$ cat src/design/kitchenPkg.sv
package kitchenPkg;

    typedef enum logic [2:0] {
        opIgnore   = 3'd0,
        opGet      = 3'd1,
        opPut      = 3'd2,
        opThrow    = 3'd3,
        opInteract = 3'd4
    } opCode_e;

    // machine number sits in bits 6:2 of the target byte
    typedef logic [4:0] machineId_t;

    localparam machineId_t crateFirst     = 5'd1;
    localparam machineId_t crateLast      = 5'd6;
    localparam machineId_t stoneMill      = 5'd7;
    localparam machineId_t cuttingMachine = 5'd8;
    localparam machineId_t ovenLow        = 5'd12;
    localparam machineId_t ovenHigh       = 5'd13;
    localparam machineId_t customer       = 5'd18;
    localparam machineId_t trashBin       = 5'd20;

    localparam int numSlots = 9;

    // tables first, then the two processors, then the ovens
    localparam machineId_t slotMachine [numSlots] = '{
        5'd9, 5'd11, 5'd14, 5'd17, 5'd19,
        stoneMill, cuttingMachine,
        ovenLow, ovenHigh
    };

    typedef enum logic [1:0] {
        kindTable     = 2'd0,
        kindProcessor = 2'd1,
        kindOven      = 2'd2
    } slotKind_e;

    function automatic slotKind_e slotKindOf(input int unsigned idx);
        slotKind_e kind;
        case (slotMachine[idx])
            stoneMill, cuttingMachine: kind = kindProcessor;
            ovenLow, ovenHigh:         kind = kindOven;
            default:                   kind = kindTable;
        endcase
        return kind;
    endfunction

endpackage

$ cat src/design/recipePkg.sv
package recipePkg;

    // raw ingredients share their number with the crate that gives them
    typedef enum logic [4:0] {
        itemNone        = 5'd0,
        rawMeat         = 5'd1,
        wheat           = 5'd2,
        sweetFlower     = 5'd3,
        jueyunChili     = 5'd4,
        berry           = 5'd5,
        salt            = 5'd6,
        slicedMeat      = 5'd7,
        flour           = 5'd8,
        sugar           = 5'd9,
        spice           = 5'd10,
        sausage         = 5'd11,
        sweetMadame     = 5'd12,
        chiliChicken    = 5'd13,
        berryMissManjuu = 5'd14,
        badDish         = 5'd15
    } item_e;

    function automatic logic isDish(input item_e it);
        return it inside {[sweetMadame:badDish]};
    endfunction

    function automatic item_e processItem(input item_e it);
        item_e result;
        case (it)
            rawMeat:     result = slicedMeat;
            wheat:       result = flour;
            sweetFlower: result = sugar;
            jueyunChili: result = spice;
            slicedMeat:  result = sausage;
            default:     result = it;
        endcase
        return result;
    endfunction

    function automatic logic holds(input item_e a, input item_e b, input item_e c,
                                   input item_e x);
        return (a == x) || (b == x) || (c == x);
    endfunction

    // itemNone back means no recipe applies and the oven keeps its contents
    function automatic item_e cookStack(input item_e a, input item_e b, input item_e c,
                                        input int unsigned n);
        item_e result;
        result = itemNone;
        if (n == 2 && ((a == rawMeat && b == sweetFlower) ||
                       (a == sweetFlower && b == rawMeat))) begin
            result = sweetMadame;
        end else if (n == 3 && holds(a, b, c, spice) && holds(a, b, c, rawMeat) &&
                     holds(a, b, c, jueyunChili)) begin
            result = chiliChicken;
        end else if (n == 3 && holds(a, b, c, sugar) && holds(a, b, c, berry) &&
                     holds(a, b, c, flour)) begin
            result = berryMissManjuu;
        end else if (n == 1 && isDish(a)) begin
            // recooking any dish burns it
            result = badDish;
        end
        return result;
    endfunction

endpackage

$ cat src/design/stationIf.sv
`timescale 1ns/1ps

interface stationIf #(
    parameter int stackDepth = 3
);
    import kitchenPkg::*;
    import recipePkg::*;

    localparam int countW = $clog2(stackDepth + 1);

    logic              cmdValid;
    opCode_e           cmdOp;
    item_e             cmdItem;
    logic [countW-1:0] count;
    item_e             topItem;

    modport issuer (output cmdValid, output cmdOp, output cmdItem);
    modport station (input cmdValid, input cmdOp, input cmdItem,
                     output count, output topItem);
    modport monitor (input count, input topItem);

endinterface

$ cat src/design/kitchenVerifier.sv
`timescale 1ns/1ps

module kitchenVerifier #(
    parameter int stackDepth = 3,
    parameter int countWidth = 3
) (
    input  logic                  clk,
    input  logic                  rstN,
    input  logic                  opValid,
    input  kitchenPkg::opCode_e   opCode,
    input  logic [7:0]            targetMachine,
    input  logic                  inFront,
    output logic                  verifiedValid,
    output kitchenPkg::opCode_e   verifiedOp,
    output logic [countWidth-1:0] dishCount
);
    import kitchenPkg::*;
    import recipePkg::*;

    localparam int countW = $clog2(stackDepth + 1);

    logic [numSlots-1:0] slotSel;
    logic                decisionValid;
    opCode_e             decisionOp;
    logic                delivered;
    logic [countW-1:0]   selCount;
    item_e               selTop;

    stationIf #(.stackDepth(stackDepth)) slotBus [numSlots] ();

    operationChecker #(
        .stackDepth(stackDepth)
    ) checker_i (
        .clk           (clk),
        .rstN          (rstN),
        .opValid       (opValid),
        .opCode        (opCode),
        .targetMachine (targetMachine),
        .inFront       (inFront),
        .selCount      (selCount),
        .selTop        (selTop),
        .slotSel       (slotSel),
        .decisionValid (decisionValid),
        .decisionOp    (decisionOp),
        .delivered     (delivered),
        .slots         (slotBus)
    );

    genvar g;
    generate
        for (g = 0; g < numSlots; g++) begin : genSlot
            stationSlot #(
                .slotIndex  (g),
                .stackDepth (stackDepth)
            ) slot_i (
                .clk  (clk),
                .rstN (rstN),
                .slot (slotBus[g])
            );
        end
    endgenerate

    outcomeStage #(
        .stackDepth (stackDepth),
        .countWidth (countWidth)
    ) outcome_i (
        .clk           (clk),
        .rstN          (rstN),
        .slotSel       (slotSel),
        .decisionValid (decisionValid),
        .decisionOp    (decisionOp),
        .delivered     (delivered),
        .selCount      (selCount),
        .selTop        (selTop),
        .verifiedValid (verifiedValid),
        .verifiedOp    (verifiedOp),
        .dishCount     (dishCount),
        .slots         (slotBus)
    );

endmodule

$ cat src/design/operationChecker.sv
`timescale 1ns/1ps

module operationChecker #(
    parameter int stackDepth = 3
) (
    input  logic                               clk,
    input  logic                               rstN,
    input  logic                               opValid,
    input  kitchenPkg::opCode_e                opCode,
    input  logic [7:0]                         targetMachine,
    input  logic                               inFront,
    input  logic [$clog2(stackDepth+1)-1:0]    selCount,
    input  recipePkg::item_e                   selTop,
    output logic [kitchenPkg::numSlots-1:0]    slotSel,
    output logic                               decisionValid,
    output kitchenPkg::opCode_e                decisionOp,
    output logic                               delivered,
    stationIf.issuer                           slots [kitchenPkg::numSlots]
);
    import kitchenPkg::*;
    import recipePkg::*;

    localparam int countW = $clog2(stackDepth + 1);
    localparam logic [countW-1:0] fullCount = countW'(stackDepth);

    machineId_t machine;
    item_e      hand;
    item_e      nextHand;
    logic       handFull;
    logic       isCrate;
    logic       slotHit;
    slotKind_e  selKind;
    logic       legal;
    logic       issue;

    assign machine  = targetMachine[6:2];
    assign handFull = (hand != itemNone);
    assign isCrate  = (machine >= crateFirst) && (machine <= crateLast);

    genvar g;
    generate
        for (g = 0; g < numSlots; g++) begin : genSel
            assign slotSel[g] = (machine == slotMachine[g]);
            assign slots[g].cmdValid = issue && slotSel[g];
            assign slots[g].cmdOp    = opCode;
            assign slots[g].cmdItem  = hand;
        end
    endgenerate

    always_comb begin
        slotHit = 1'b0;
        selKind = kindTable;
        for (int i = 0; i < numSlots; i++) begin
            if (slotSel[i]) begin
                slotHit = 1'b1;
                selKind = slotKindOf(i);
            end
        end
    end

    always_comb begin
        legal     = 1'b0;
        delivered = 1'b0;
        nextHand  = hand;
        if (opValid && inFront) begin
            if (isCrate) begin
                if (opCode == opGet && !handFull) begin
                    legal    = 1'b1;
                    nextHand = item_e'(machine);
                end
            end else if (slotHit) begin
                case (opCode)
                    opGet: begin
                        legal    = !handFull && (selCount != '0);
                        nextHand = legal ? selTop : hand;
                    end
                    opPut, opThrow: begin
                        // processors take one item, tables and ovens fill up to depth
                        if (selKind == kindProcessor) begin
                            legal = handFull && opCode == opPut && selCount == '0;
                        end else if (selKind == kindOven) begin
                            legal = handFull && opCode == opPut && selCount < fullCount;
                        end else begin
                            legal = handFull && selCount < fullCount;
                        end
                        nextHand = legal ? itemNone : hand;
                    end
                    opInteract: legal = 1'b1;
                    default:    legal = 1'b0;
                endcase
            end else if (machine == trashBin) begin
                if ((opCode == opPut || opCode == opThrow) && handFull) begin
                    legal    = 1'b1;
                    nextHand = itemNone;
                end
            end else if (machine == customer) begin
                if (opCode == opPut && isDish(hand)) begin
                    legal     = 1'b1;
                    delivered = 1'b1;
                    nextHand  = itemNone;
                end
            end
        end
    end

    // an empty table has nothing to act on
    assign issue = legal && slotHit &&
                   !(selKind == kindTable && opCode == opInteract && selCount == '0);

    assign decisionValid = opValid;
    assign decisionOp    = legal ? opCode : opIgnore;

    always_ff @(posedge clk or negedge rstN) begin
        if (!rstN) begin
            hand <= itemNone;
        end else begin
            hand <= nextHand;
        end
    end

endmodule

$ cat src/design/outcomeStage.sv
`timescale 1ns/1ps

module outcomeStage #(
    parameter int stackDepth = 3,
    parameter int countWidth = 3
) (
    input  logic                               clk,
    input  logic                               rstN,
    input  logic [kitchenPkg::numSlots-1:0]    slotSel,
    input  logic                               decisionValid,
    input  kitchenPkg::opCode_e                decisionOp,
    input  logic                               delivered,
    output logic [$clog2(stackDepth+1)-1:0]    selCount,
    output recipePkg::item_e                   selTop,
    output logic                               verifiedValid,
    output kitchenPkg::opCode_e                verifiedOp,
    output logic [countWidth-1:0]              dishCount,
    stationIf.monitor                          slots [kitchenPkg::numSlots]
);
    import kitchenPkg::*;
    import recipePkg::*;

    localparam int countW = $clog2(stackDepth + 1);

    logic [countW-1:0] slotCount [numSlots];
    item_e             slotTop   [numSlots];

    genvar g;
    generate
        for (g = 0; g < numSlots; g++) begin : genRead
            assign slotCount[g] = slots[g].count;
            assign slotTop[g]   = slots[g].topItem;
        end
    endgenerate

    // readback for the checker in the same cycle
    always_comb begin
        selCount = '0;
        selTop   = itemNone;
        for (int i = 0; i < numSlots; i++) begin
            if (slotSel[i]) begin
                selCount = slotCount[i];
                selTop   = slotTop[i];
            end
        end
    end

    always_ff @(posedge clk or negedge rstN) begin
        if (!rstN) begin
            verifiedValid <= 1'b0;
            verifiedOp    <= opIgnore;
            dishCount     <= '0;
        end else begin
            verifiedValid <= decisionValid;
            verifiedOp    <= decisionOp;
            // wraps on overflow
            dishCount     <= dishCount + countWidth'(delivered);
        end
    end

    slotSelOneHot: assert property (@(posedge clk) disable iff (!rstN)
        $onehot0(slotSel));

endmodule

$ cat src/design/stationSlot.sv
`timescale 1ns/1ps

module stationSlot #(
    parameter int slotIndex  = 0,
    parameter int stackDepth = 3
) (
    input  logic       clk,
    input  logic       rstN,
    stationIf.station  slot
);
    import kitchenPkg::*;
    import recipePkg::*;

    localparam int        countW = $clog2(stackDepth + 1);
    localparam slotKind_e kind   = slotKindOf(slotIndex);

    item_e             items [stackDepth];
    logic [countW-1:0] count;
    item_e             cooked;
    logic              isPush;
    logic              isPop;
    logic              isInteract;

    assign isPush     = slot.cmdValid && (slot.cmdOp == opPut || slot.cmdOp == opThrow);
    assign isPop      = slot.cmdValid && slot.cmdOp == opGet;
    assign isInteract = slot.cmdValid && slot.cmdOp == opInteract;

    // bottom of the stack is items[0]
    assign cooked = cookStack(items[0], items[1], items[2], 32'(count));

    always_ff @(posedge clk or negedge rstN) begin
        if (!rstN) begin
            count <= '0;
        end else if (isPush) begin
            count <= count + 1'b1;
        end else if (isPop) begin
            count <= count - 1'b1;
        end else if (isInteract && kind == kindOven && cooked != itemNone) begin
            count <= countW'(1);
        end
    end

    always_ff @(posedge clk) begin
        if (isPush) begin
            items[count] <= slot.cmdItem;
        end else if (isInteract && kind == kindProcessor && count != '0) begin
            items[0] <= processItem(items[0]);
        end else if (isInteract && kind == kindOven && cooked != itemNone) begin
            items[0] <= cooked;
        end
    end

    assign slot.count   = count;
    assign slot.topItem = (count == '0) ? itemNone : items[count - 1'b1];

    noPushWhenFull: assert property (@(posedge clk) disable iff (!rstN)
        isPush |-> count < countW'(stackDepth));

    noPopWhenEmpty: assert property (@(posedge clk) disable iff (!rstN)
        isPop |-> count != '0);

    noEmptyTableInteract: assert property (@(posedge clk) disable iff (!rstN)
        (isInteract && kind == kindTable) |-> count != '0);

endmodule

$ cat config.mk
export PLATFORM = sky130hd
export DESIGN_NAME = kitchenVerifier
export DESIGN_NICKNAME = d
export VERILOG_FILES = /design/src/design/kitchenPkg.sv /design/src/design/recipePkg.sv /design/src/design/stationIf.sv /design/src/design/kitchenVerifier.sv /design/src/design/operationChecker.sv /design/src/design/outcomeStage.sv /design/src/design/stationSlot.sv
export SDC_FILE = /design/constraint.sdc
export NUM_CORES = 1
export LEC_CHECK = 0
export BUFFER_PORTS_ARGS = -buffer_cell sky130_fd_sc_hd__buf_2
export CORE_UTILIZATION = 55
export CTS_CLUSTER_DIAMETER = 30
export DETAILED_ROUTE_END_ITERATION = 8
export GPL_TIMING_DRIVEN = 1
export PLACE_DENSITY = 0.71
export SETUP_SLACK_MARGIN = 0.2
export SLEW_MARGIN = 25
export SYNTH_ARGS = -nofsm -noshare
export SYNTH_HDL_FRONTEND = slang
export SYNTH_SLANG_ARGS = --single-unit
$ cat constraint.sdc
create_clock -name clk -period 8.7 [get_ports clk]
set_clock_uncertainty 0.05 [all_clocks]
set_input_delay 0.435 -clock clk [delete_from_list [all_inputs] [get_ports clk]]
set_output_delay 0.435 -clock clk [all_outputs]
set_load 0.01 [all_outputs]
# Yosys cells after proc, flatten, opt, wreduce, memory -nomap -nowiden
# Memories as Yosys holds them, arrays and structs flattened.
# Index checks and enable logic that the tools add are counted.
[classes]
addsub = 19
magnitude_cmp = 9
eq_ne = 78
muxes = 146
n_reduce_logical = 135
[op_table]
columns = ["operator", "count"]
rows = [
  ["5-bit two-way mux", 41],
  ["5-bit by 4-bit equality test with 1-bit output, second input constant", 24],
  ["5-bit by 3-bit equality test with 1-bit output, second input constant", 17],
  ["1-bit logical AND", 72],
  ["2-bit two-way mux", 35],
  ["1-bit two-way mux", 63],
  ["5-bit one-hot mux with 5 select lines", 2],
  ["5-bit by 1-bit equality test with 1-bit output, second input constant", 8],
  ["5-bit by 2-bit equality test with 1-bit output, second input constant", 8],
  ["1-bit logical OR", 27],
  ["2-bit zero test", 11],
  ["5-bit equality test, second input constant", 4],
  ["2-bit nonzero test", 10],
  ["5-bit OR reduction", 4],
  ["2-bit by 1-bit adder with 2-bit output, second input constant", 9],
  ["2-bit by 1-bit subtractor with 2-bit output, second input constant", 9],
  ["5-bit by 4-bit greater-or-equal comparator with 1-bit output, second input constant", 3],
  ["5-bit by 4-bit less-or-equal comparator with 1-bit output, second input constant", 3],
  ["5-bit nonzero test", 3],
  ["4-bit by 3-bit != test with 1-bit output, second input constant", 3],
  ["2-bit equality test, second input constant", 5],
  ["5-bit one-hot mux with 2 select lines", 1],
  ["4-bit two-way mux", 2],
  ["8-bit AND reduction", 1],
  ["16 further kinds", 22],
]
[word_totals]
reg_bits = 30
mem_bits_rw = 135
in_bits = 15
output_inout_bits = 7
n_memories = 9
[mem_list]
columns = ["name", "words", "width", "rd", "rd_clocked_by_memory_dff", "write_ports", "line", "text"]
rows = [
  ["genSlot[0].slot_i.items", 3, 5, 1, 0, 1, "stationSlot.sv:17", "item_e items [stackDepth];"],
  ["genSlot[1].slot_i.items", 3, 5, 1, 0, 1, "stationSlot.sv:17", ""],
  ["genSlot[2].slot_i.items", 3, 5, 1, 0, 1, "stationSlot.sv:17", ""],
  ["genSlot[3].slot_i.items", 3, 5, 1, 0, 1, "stationSlot.sv:17", ""],
  ["genSlot[4].slot_i.items", 3, 5, 1, 0, 1, "stationSlot.sv:17", ""],
  ["genSlot[5].slot_i.items", 3, 5, 2, 0, 1, "stationSlot.sv:17", ""],
  ["+3 memories", "--", "--", "--", "--", "--", "--", ""],
]

# Depth between registers and ports, before layout
# Gate-level depths: netlist of the first run.
[logic_depth]
word_depth = 32
depth_mapped = 12
depth_no_buf = 10

# Hierarchy
# From an unflattened synthesis of the first run, not the netlist that was laid out.
[hier_totals]
cells_unflattened = 902
hier_area_um2 = 10269.8
[modules_own_cells]
columns = ["module", "n_inst", "cells_each", "area_per_inst_um2", "seq_area_each_um2"]
rows = [
  ["stationSlot (genSlot[0].slot_i ...)", 5, 51, 750.7, 500.5],
  ["stationSlot (genSlot[7].slot_i ...)", 2, 110, 1330.0, 650.6],
  ["stationSlot (genSlot[5].slot_i ...)", 2, 79, 870.8, 500.5],
  ["operationChecker", 1, 169, 1288.7, 125.1],
  ["outcomeStage", 1, 100, 825.8, 175.2],
]

# Least setup slack after synthesis of the first run
# Ideal clock, no wire load.
[synth_timing]
path_type = "input-to-reg"
start = "in targetMachine[4]"
end = "mem genSlot[0].slot_i.items[2][0] (netlist name), enable pin"
setup_time_ns = 0.381
arrival_time_ns = 3.119
required_ns = 8.269
setup_slack_ns = 5.150
stages = 10
n_path_buf = 3
cell_sequence = "or3b_1 or3_1 a221oi_1 o21ai_1 and4b_1 o2111a_1 buf_6 buf_2 clkbuf_1 nor4_1"
[synth_between]
elab_chain_cells = 28
[synth_rtl]
columns = ["item", "line", "text"]
rows = [
  ["start, declared", "kitchenVerifier.sv:11", "input logic [7:0] targetMachine,"],
  ["5-bit by 4-bit equality test with 1-bit output", "operationChecker.sv:43", "assign slotSel[g] = (machine == slotMachine[g]);"],
  ["2-bit two-way mux (9 in a row)", "outcomeStage.sv:41", "if (slotSel[i]) begin"],
  ["2-bit < comparator", "operationChecker.sv:82, operationChecker.sv:84", ""],
  ["1-bit logical AND (on tied branches)", "operationChecker.sv:84, operationChecker.sv:82", ""],
  ["1-bit two-way mux", "operationChecker.sv:81", "end else if (selKind == kindOven) begin"],
  ["1-bit two-way mux", "operationChecker.sv:79", "if (selKind == kindProcessor) begin"],
  ["1-bit two-way mux", "operationChecker.sv:72", "case (opCode)"],
  ["1-bit two-way mux", "operationChecker.sv:71", "end else if (slotHit) begin"],
  ["(+3 left out)", "--", ""],
  ["1-bit two-way mux", "operationChecker.sv:71", ""],
  ["1-bit two-way mux", "operationChecker.sv:66", "if (isCrate) begin"],
  ["1-bit two-way mux", "operationChecker.sv:65", "if (opValid && inFront) begin"],
  ["1-bit logical AND (2 in a row)", "operationChecker.sv:107", "assign issue = legal && slotHit &&"],
  ["1-bit logical AND (*)", "operationChecker.sv:44", "assign slots[g].cmdValid = issue && slotSel[g];"],
  ["1-bit logical AND (*)", "stationSlot.sv:24", "assign isPush = slot.cmdValid && (slot.cmdOp == opPut || slot.cmdOp == opThrow);"],
  ["1-bit two-way mux (*)", "stationSlot.sv:44", "if (isPush) begin"],
  ["1-bit two-way mux (implied by the code) (*)", "stationSlot.sv:45", "items[count] <= slot.cmdItem;"],
  ["end, declared", "stationSlot.sv:17", ""],
]
# Mark *: on every way between the ends. The rest lies on a longest branch, timed or not. The select of a mux whose other input is x is not followed.

# Worst setup path after layout of the first run
[layout_timing]
start = "reg checker_i.hand[0] (netlist: checker_i.slots[0].cmdItem[0])"
end = "mem genSlot[8].slot_i.items[1][3] (netlist name), enable pin"
[layout_between]
elab_chain_cells = 23
[layout_rtl]
columns = ["item", "line", "text"]
rows = [
  ["start, declared", "operationChecker.sv:27", "item_e hand;"],
  ["start signal, assigned", "operationChecker.sv:115", "hand <= itemNone;"],
  ["start signal, assigned", "operationChecker.sv:117", "hand <= nextHand;"],
  ["5-bit nonzero test", "operationChecker.sv:37", "assign handFull = (hand != itemNone);"],
  ["1-bit logical AND", "operationChecker.sv:80, operationChecker.sv:82", ""],
  ["1-bit logical AND", "operationChecker.sv:82", "legal = handFull && opCode == opPut && selCount < fullCount;"],
  ["1-bit two-way mux", "operationChecker.sv:81", ""],
  ["1-bit two-way mux", "operationChecker.sv:79", ""],
  ["1-bit two-way mux", "operationChecker.sv:72", ""],
  ["1-bit two-way mux", "operationChecker.sv:71", ""],
  ["1-bit two-way mux", "operationChecker.sv:66", ""],
  ["(+7 left out)", "--", ""],
  ["1-bit logical AND (*)", "operationChecker.sv:44", ""],
  ["1-bit logical AND", "stationSlot.sv:26", "assign isInteract = slot.cmdValid && slot.cmdOp == opInteract;"],
  ["1-bit logical AND", "stationSlot.sv:48", "end else if (isInteract && kind == kindOven && cooked != itemNone) begin"],
  ["1-bit two-way mux", "stationSlot.sv:48", ""],
  ["1-bit two-way mux", "stationSlot.sv:44", ""],
  ["1-bit two-way mux (implied by the code)", "stationSlot.sv:49", "items[0] <= cooked;"],
  ["5-bit OR reduction (no source line)", "--", ""],
  ["2-bit two-way mux (no source line) or 1-bit two-way mux (tied branches)", "--", ""],
  ["end, declared", "stationSlot.sv:17", ""],
]
# Marked as above.

==> flow_metrics.py, run 1 <==
metrics = {
    "outcome": {
        "status": "completed",
    },
    "floorplanning": {
        "die_h_um": 131,
        "start_util": 0.569,
        "rows": 46,
        "core_um2": 16000,
        "fp.dieW_um": 131,
        "num_io_pins": 22,
        "die_area_um2": 17100,
    },
    "setup_path": {
        "cp-end-kind": "flip-flop",
        "rr_endpoint": "genSlot[8].slot_i.items[1][3]",
        "critPathMaxStageDelay_ns": 0.73,
        "worstPathRequired_ns": 8.72,
        "path_class": "flip-flop to flip-flop",
        "critPathBufInv": 1,
        "start_kind": "flip-flop",
        "cp.depth": 6,
        "reg2regPathDepth": 6,
        "path_delay_family": "simple AND/OR/NAND/NOR gates",
        "critPathMostFrequentCell": "or4_1",
        "worstPathMaxFanout": 21,
        "reg2reg_from": "checker_i.slots[0].cmdItem[0]",
        "crit_path_start": "checker_i.slots[0].cmdItem[0]",
        "slowest_stage": "dfrtp_1",
        "rrSetupSlack_ns": 4.34,
        "worstPathArrival_ns": 4.37,
        "crit_path_end": "genSlot[8].slot_i.items[1][3]",
        "path_cells": "or4_1, or4_1, o2111a_1, buf_4, or3_1, nor3_1",
    },
    "timing": {
        "rsz0062_at_grt": "false",
        "worst_hold_slack_ns": 0.0674,
        "finalHoldViolCount": 0,
        "worstMarginPinSlew_ns": 0.998,
        "min_period_ns": 4.36,
        "max-slew-margin-rel": 0.318,
        "final.setup.tns_ns": 0,
        "finalSetupViolations": 0,
        "fmaxAchievable_ghz": 0.230,
        "fin_crit_sh": 0.501,
        "final-max-slew-violation-count": 0,
    },
    "global_routing": {
        "grt-ovfl-total": 0,
        "antenna_found_initial": 0,
        "grt_pass1_vias": 6232,
        "grt_max_degree": 31,
        "grt_pass1_wl_um": 34500,
        "grt_use_total": 0.281,
    },
    "run": {
        "maxCapViolations": 0,
    },
    "clocking": {
        "clk_path_buf_depth": 2,
        "path_clk_slew_ns": 0.07,
        "cts_tree": "done",
        "clock_sinks": 175,
        "root_buffer": "clkbuf_16",
        "h-tree-depth": 4,
        "insertion_delay_ns": 0.44,
        "cts_resized": 0,
        "hold_buffers": 0,
        "cts_buffers": 17,
        "cts_setup_buffers": 0,
    },
    "drt": {
        "ant_nets": 0,
        "drc": 0,
        "dr.pass1.iters": 6,
        "wirelength_um": 22200,
        "wl_per_cell_um": 21.7,
        "vias": 6332,
        "drtIter0Drc": 625,
        "drt-vias-per-instance": 6.18,
    },
    "yosys": {
        "synth-main-ff-cell": "edfxtp_1",
        "yosys_warnings": 0,
        "yosysUniqueCellTypes": 75,
        "syn-cell-area_um2": 9110,
        "avgSynthCellArea_um2": 11.9,
        "netlist_instances": 764,
        "ys_top_cells_by_area": "edfxtp_1 (48%), dfrtp_1 (8.2%), mux2i_1 (5.4%)",
        "yosys.area.top_type": "edfxtp_1",
        "async_flop_share": 0.171,
        "ys_ff_latch": 175,
        "seq_area_frac_synth": 0.560,
        "synth_edf_count": 145,
        "synth_most_common_cell": "edfxtp_1",
        "yosys.area.top_type_share": 0.478,
        "synth_commonest_cells": "edfxtp_1 (145), nor2_1 (67), mux2i_1 (49), a21oi_1 (46), nand2_1 (44)",
    },
    "placement": {
        "place_congestion": 0.949,
        "port_buffers": 18,
        "hpwl_um": 15600,
        "placed_cells": 992,
    },
    "final_layout": {
        "drive_gt1_frac": 0.119,
        "post-route-util": 0.628,
        "final_nets": 837,
        "final_cell_count_no_fill": 1024,
        "areaGrowthSynthToFinish_pct": 10.2,
        "n_antenna_cell": 0,
    },
    "pwr": {
        "peakVddDrop_mv": 0.139,
        "swShare": 0.261,
        "power.share.combinational": 0.089,
        "pwr-share-seq": 0.536,
        "p_leak_uw": 0.00374,
        "clock_power_share": 0.375,
        "p_per_area_nw_per_um2": 194,
        "finalPower_uw": 1950,
        "internal_power_uw": 1440,
        "p_switching_uw": 509,
    },
    "worst_hold_path": {
        "hp-class": "input port to asynchronous set/reset pin",
    },
}
==> metal layers <==
metal,vias to the layer above,part of all wire,GRT usage
li1,2929,-,-
met1,3126,0.43,0.367
met2,230,0.46,0.446
met3,47,0.075,0.0704
met4,0,0.033,0.123
met5,-,0,0
==> power by group through the flow <==
stage	sequential [µW]	clock, µW	combinational (µW)
after floorplan	1030	0	123
after global placement	1060	0	164
after detailed placement	1060	0	170
after CTS	1050	737	171
after global routing	1050	768	190
final	1050	732	173
==> kinds of logic (layout without fill, tap and decap cells) <==
kind of cell             count (synthesis)  in the layout  synth area share
multiplexers                            64             64            0.0847
AO/OA/AOI/OAI                          147            147             0.106
buffers and inverters                   72             87            0.0331
adder cells (fa/ha/maj)                 27             27            0.0371
other                                    1             30          0.000412
XOR/XNOR                                19             19            0.0183
flip-flops                             175            175             0.560
AND/OR/NAND/NOR                        259            259             0.161
==> through the flow <==
stage	worst slack [ns]	cell area [µm²]
2_1_floorplan	5.15	9220
3_3_place_gp	4.23	9430
3_5_place_dp	4.14	9440
4_1_cts	4.36	10000
5_1_grt	4.22	10000
6_report	4.34	10000
==> worst register-to-register path: stages, from the launching register on <==
cell and delay (ns):
dfrtp_1 0.73, or4_1 0.66, or4_1 0.55, o2111a_1 0.59, buf_4 0.36, or3_1 0.42, nor3_1 0.63
==> registers in the layout (all words and copies together), names as in the netlist <==
signal and count:
genSlot.slot_i.items 145, genSlot.slot_i.slot.count 18, checker_i.slots.cmdItem 5, outcome_i.dishCount 3, outcome_i.verifiedOp 3, outcome_i.verifiedValid 1
==> cell type report <==
cell class	count	area (µm²)
multi-input combinational	546	3870
sequential	175	5100
inverter	34	128
timing repair buffer	21	113
tap	216	270
fill	1312	5960
clock buffer	18	429
clock inverter	14	130
==> worst min-delay path by stage <==
stage / depth (start not counted) / slack, ns / from / endpoint
finish: 1 / 0.07 / rstN / checker_i.slots[0].cmdItem[1]
global placement: 1 / 0.40 / outcome_i.dishCount[2] / outcome_i.dishCount[2]
detailed placement: 1 / 0.45 / outcome_i.dishCount[1] / outcome_i.dishCount[1]
CTS: 1 / 0.06 / opValid / outcome_i.verifiedValid
global route: 1 / 0.07 / opValid / outcome_i.verifiedValid
floorplan: 0 / 0.09 / rstN / checker_i.slots[0].cmdItem[0]
==> placed cells by master, fill, tap and decap left out, types with 9 or more instances in the layout <==
cell	instances
nor3_1	18
dfrtp_1	30
a21oi_1	46
nor4_2	12
nand2_1	44
buf_2	18
nor2b_1	16
nand3_1	13
nor4_1	9
mux4_2	10
o21ai_0	29
nand2b_1	17
nor2_1	67
conb_1	30
ha_1	27
edfxtp_1	145
inv_1	34
mux2i_1	49
clkbuf_16	17
xnor2_1	16
No activity file was read; power rests on OpenSTA's default activity.
==> run 2: changes to the inputs <==
- ABC_AREA: default -> 1
- PLACE_DENSITY: 0.71 -> 0.72
- clock period: 8.7 -> 4.1 ns (I/O delays scaled with it)
==> flow_metrics.py, run 2 <==
metrics = {
    "clocking": {
        "root_buffer": "clkbuf_16",
        "path_clk_slew_ns": 0.06,
        "cts_buffers": 17,
        "h-tree-depth": 4,
        "clock_sinks": 175,
        "cts_tree": "done",
        "insertion_delay_ns": 0.43,
        "clk_path_buf_depth": 2,
        "cts_setup_buffers": 0,
    },
    "pwr": {
        "clock_power_share": 0.370,
        "swShare": 0.252,
        "peakVddDrop_mv": 0.294,
        "p_per_area_nw_per_um2": 404,
        "internal_power_uw": 3060,
        "p_leak_uw": 0.00416,
        "power.share.combinational": 0.105,
        "pwr-share-seq": 0.525,
        "p_switching_uw": 1030,
    },
    "final_layout": {
        "areaGrowthSynthToFinish_pct": 12.5,
        "multi_input_area_um2": 3470,
        "final-seq-area_um2": 5100,
        "post-route-util": 0.636,
        "final_nets": 1060,
        "top_register": "genSlot.slot_i.items",
        "layout_common_cells": "nand2_1 (191), edfxtp_1 (145), inv_1 (104)",
        "drive_gt1_frac": 0.0883,
        "final_cell_area_um2": 10100,
        "fillers": 1328,
        "largest_register_ffs": 145,
        "layout_commonest_cell": "nand2_1",
    },
    "timing": {
        "rsz0062_at_grt": "false",
        "finalSetupViolations": 0,
        "finalHoldViolCount": 0,
        "fin_crit_sh": 0.815,
        "worstMarginPinSlew_ns": 1.03,
        "final-max-slew-violation-count": 0,
        "max-slew-margin-rel": 0.311,
        "min_period_ns": 3.34,
        "fmaxAchievable_ghz": 0.299,
        "final.setup.tns_ns": 0,
    },
    "yosys": {
        "ys_ff_latch": 175,
        "yosysUniqueCellTypes": 48,
        "synth_most_common_cell": "nand2_1",
        "yosys_warnings": 0,
        "synth_edf_count": 145,
        "synth_commonest_cells": "nand2_1 (191), edfxtp_1 (145), inv_1 (104), nor2_1 (98), o21ai_0 (72)",
        "netlist_instances": 947,
        "yosys.area.top_type_share": 0.485,
        "yosys.area.top_type": "edfxtp_1",
        "async_flop_share": 0.171,
        "seq_area_frac_synth": 0.568,
        "synth-main-ff-cell": "edfxtp_1",
        "syn-cell-area_um2": 8980,
        "avgSynthCellArea_um2": 9.49,
        "ys_top_cells_by_area": "edfxtp_1 (48%), dfrtp_1 (8.4%), nand2_1 (8.0%)",
    },
    "placement": {
        "hpwl_um": 14900,
        "post_dp_cell_area_um2": 9510,
        "port_buffers": 18,
        "place_congestion": 0.889,
    },
    "setup_path": {
        "reg2regPathDepth": 11,
        "path_cells": "nor3_1, nand3_1, nor4_1, buf_4, nor2_1, nor3_2, nand4_2, buf_4, nor2_1, nand2_1, nor2_1",
        "worstPathRequired_ns": 4.12,
        "crit_path_start": "checker_i.slots[0].cmdItem[3]",
        "worstPathMaxFanout": 8,
        "rrSetupSlack_ns": 0.76,
        "start_kind": "flip-flop",
        "path_class": "flip-flop to flip-flop",
        "reg2reg_from": "checker_i.slots[0].cmdItem[3]",
        "cp-end-kind": "flip-flop",
        "path_delay_family": "simple AND/OR/NAND/NOR gates",
        "critPathBufInv": 2,
        "rr_endpoint": "genSlot[1].slot_i.items[2][3]",
        "slowest_stage": "dfrtp_1",
        "critPathMaxStageDelay_ns": 0.50,
        "critPathMostFrequentCell": "nor2_1",
        "worstPathArrival_ns": 3.36,
    },
    "global_routing": {
        "grt_use_total": 0.269,
        "antenna_found_initial": 1,
        "grt_pass1_vias": 6621,
        "grt-ovfl-total": 0,
        "grt_pass1_wl_um": 33500,
        "grt_max_degree": 31,
    },
    "worst_hold_path": {
        "worstHoldStart": "targetMachine[2]",
        "holdPathEnd": "checker_i.slots[0].cmdItem[0]",
        "hp-class": "input port to flip-flop",
        "min_path_cells": 3,
    },
    "drt": {
        "ant_nets": 0,
        "vias": 6999,
        "wirelength_um": 20900,
        "drtIter0Drc": 713,
        "drt-vias-per-instance": 5.61,
        "dr.pass1.iters": 5,
        "wl_per_cell_um": 16.8,
        "drc": 0,
    },
    "floorplanning": {
        "die_area_um2": 16800,
        "fp.dieW_um": 130,
        "core_um2": 15900,
        "rows": 46,
        "start_util": 0.565,
        "num_io_pins": 22,
        "die_h_um": 130,
    },
    "run": {
        "maxCapViolations": 0,
    },
    "outcome": {
        "status": "completed",
    },
}
[run 2: changes by cell type after synthesis, sizes merged, moves of 11 or more]
| cell | previous run | this run |
|---|---|---|
| nand2 | 44 | 193 |
| inv | 34 | 109 |
| o21ai | 30 | 85 |
| mux2i | 49 | 0 |
| nand3 | 13 | 61 |
| nor2 | 67 | 105 |
| nand4 | 1 | 19 |
| nand2b | 17 | 0 |
| nor4 | 21 | 4 |
| nor2b | 16 | 0 |
| xnor2 | 16 | 0 |
| clkbuf | 29 | 14 |
| xor2 | 3 | 14 |
[run 2: worst max-delay path by stage]
stage	depth (start not counted)	slack (ns)	end
finish	11	0.76	genSlot[1].slot_i.items[2][3]
global route	15	0.53	checker_i.slots[0].cmdItem[2]
CTS	10	0.79	genSlot[1].slot_i.items[2][1]
detailed placement	15	0.60	genSlot[8].slot_i.items[0][0]
global placement	15	0.72	genSlot[1].slot_i.items[1][1]
floorplan	10	1.26	genSlot[8].slot_i.items[1][0]
[run 2: cell type report]
class                   count  area share
inverters                 117      0.0434
multi-input cells         666       0.343
clock inverters            13      0.0113
clock buffers              19      0.0428
repair buffers             41      0.0272
well taps                 216      0.0267
diodes                      1    0.000248
flip-flops and latches    175       0.505
[run 2: metal layers]
metal	track usage	wire length, µm
met1	0.368	9210
met5	0	0
met4	0.109	526
met3	0.0517	1450
met2	0.423	9750
[run 2: worst register-to-register path: stages, from the launching register on]
cell	delay (ns)
dfrtp_1	0.50
nor3_1	0.21
nand3_1	0.17
nor4_1	0.22
buf_4	0.18
nor2_1	0.05
nor3_2	0.26
nand4_2	0.37
buf_4	0.32
nor2_1	0.12
nand2_1	0.12
nor2_1	0.41
[run 2: power by group through the flow]
stage / clock network, µW / registers (µW) / logic, µW
2_1_floorplan: 0 / 2210 / 191
3_3_place_gp: 0 / 2180 / 413
3_5_place_dp: 0 / 2180 / 419
4_1_cts: 1530 / 2150 / 424
5_1_grt: 1600 / 2150 / 472
6_report: 1510 / 2150 / 428
[run 2: through the flow]
step	setup slack, ns	hold slack [ns]	std cells	power, µW
floorplan	1.26	-0.141	976	2400
global placement	0.718	0.248	1210	2600
finish	0.757	0.0708	1248	4090
global route	0.535	0.0663	1248	4220
detailed placement	0.599	0.258	1210	2600
CTS	0.787	0.0587	1247	4100
[run 2: repair_timing]
item | in CTS | in global routing
hold endpoints to repair | 34 | 0
gates resized for setup | 0 | 0
hold buffers | 5 | 0
[run 2: cells by family (layout without fill, tap and decap cells)]
logic type,Yosys count,after routing,share of synthesized area
buffers and inverters,135,190,0.0578
AND/OR/NAND/NOR,409,409,0.201
flip-flops,175,175,0.568
other,1,31,0.000417
adder cells (fa/ha/maj),27,27,0.0376
AO/OA/AOI/OAI,186,186,0.121
XOR/XNOR,14,14,0.0137
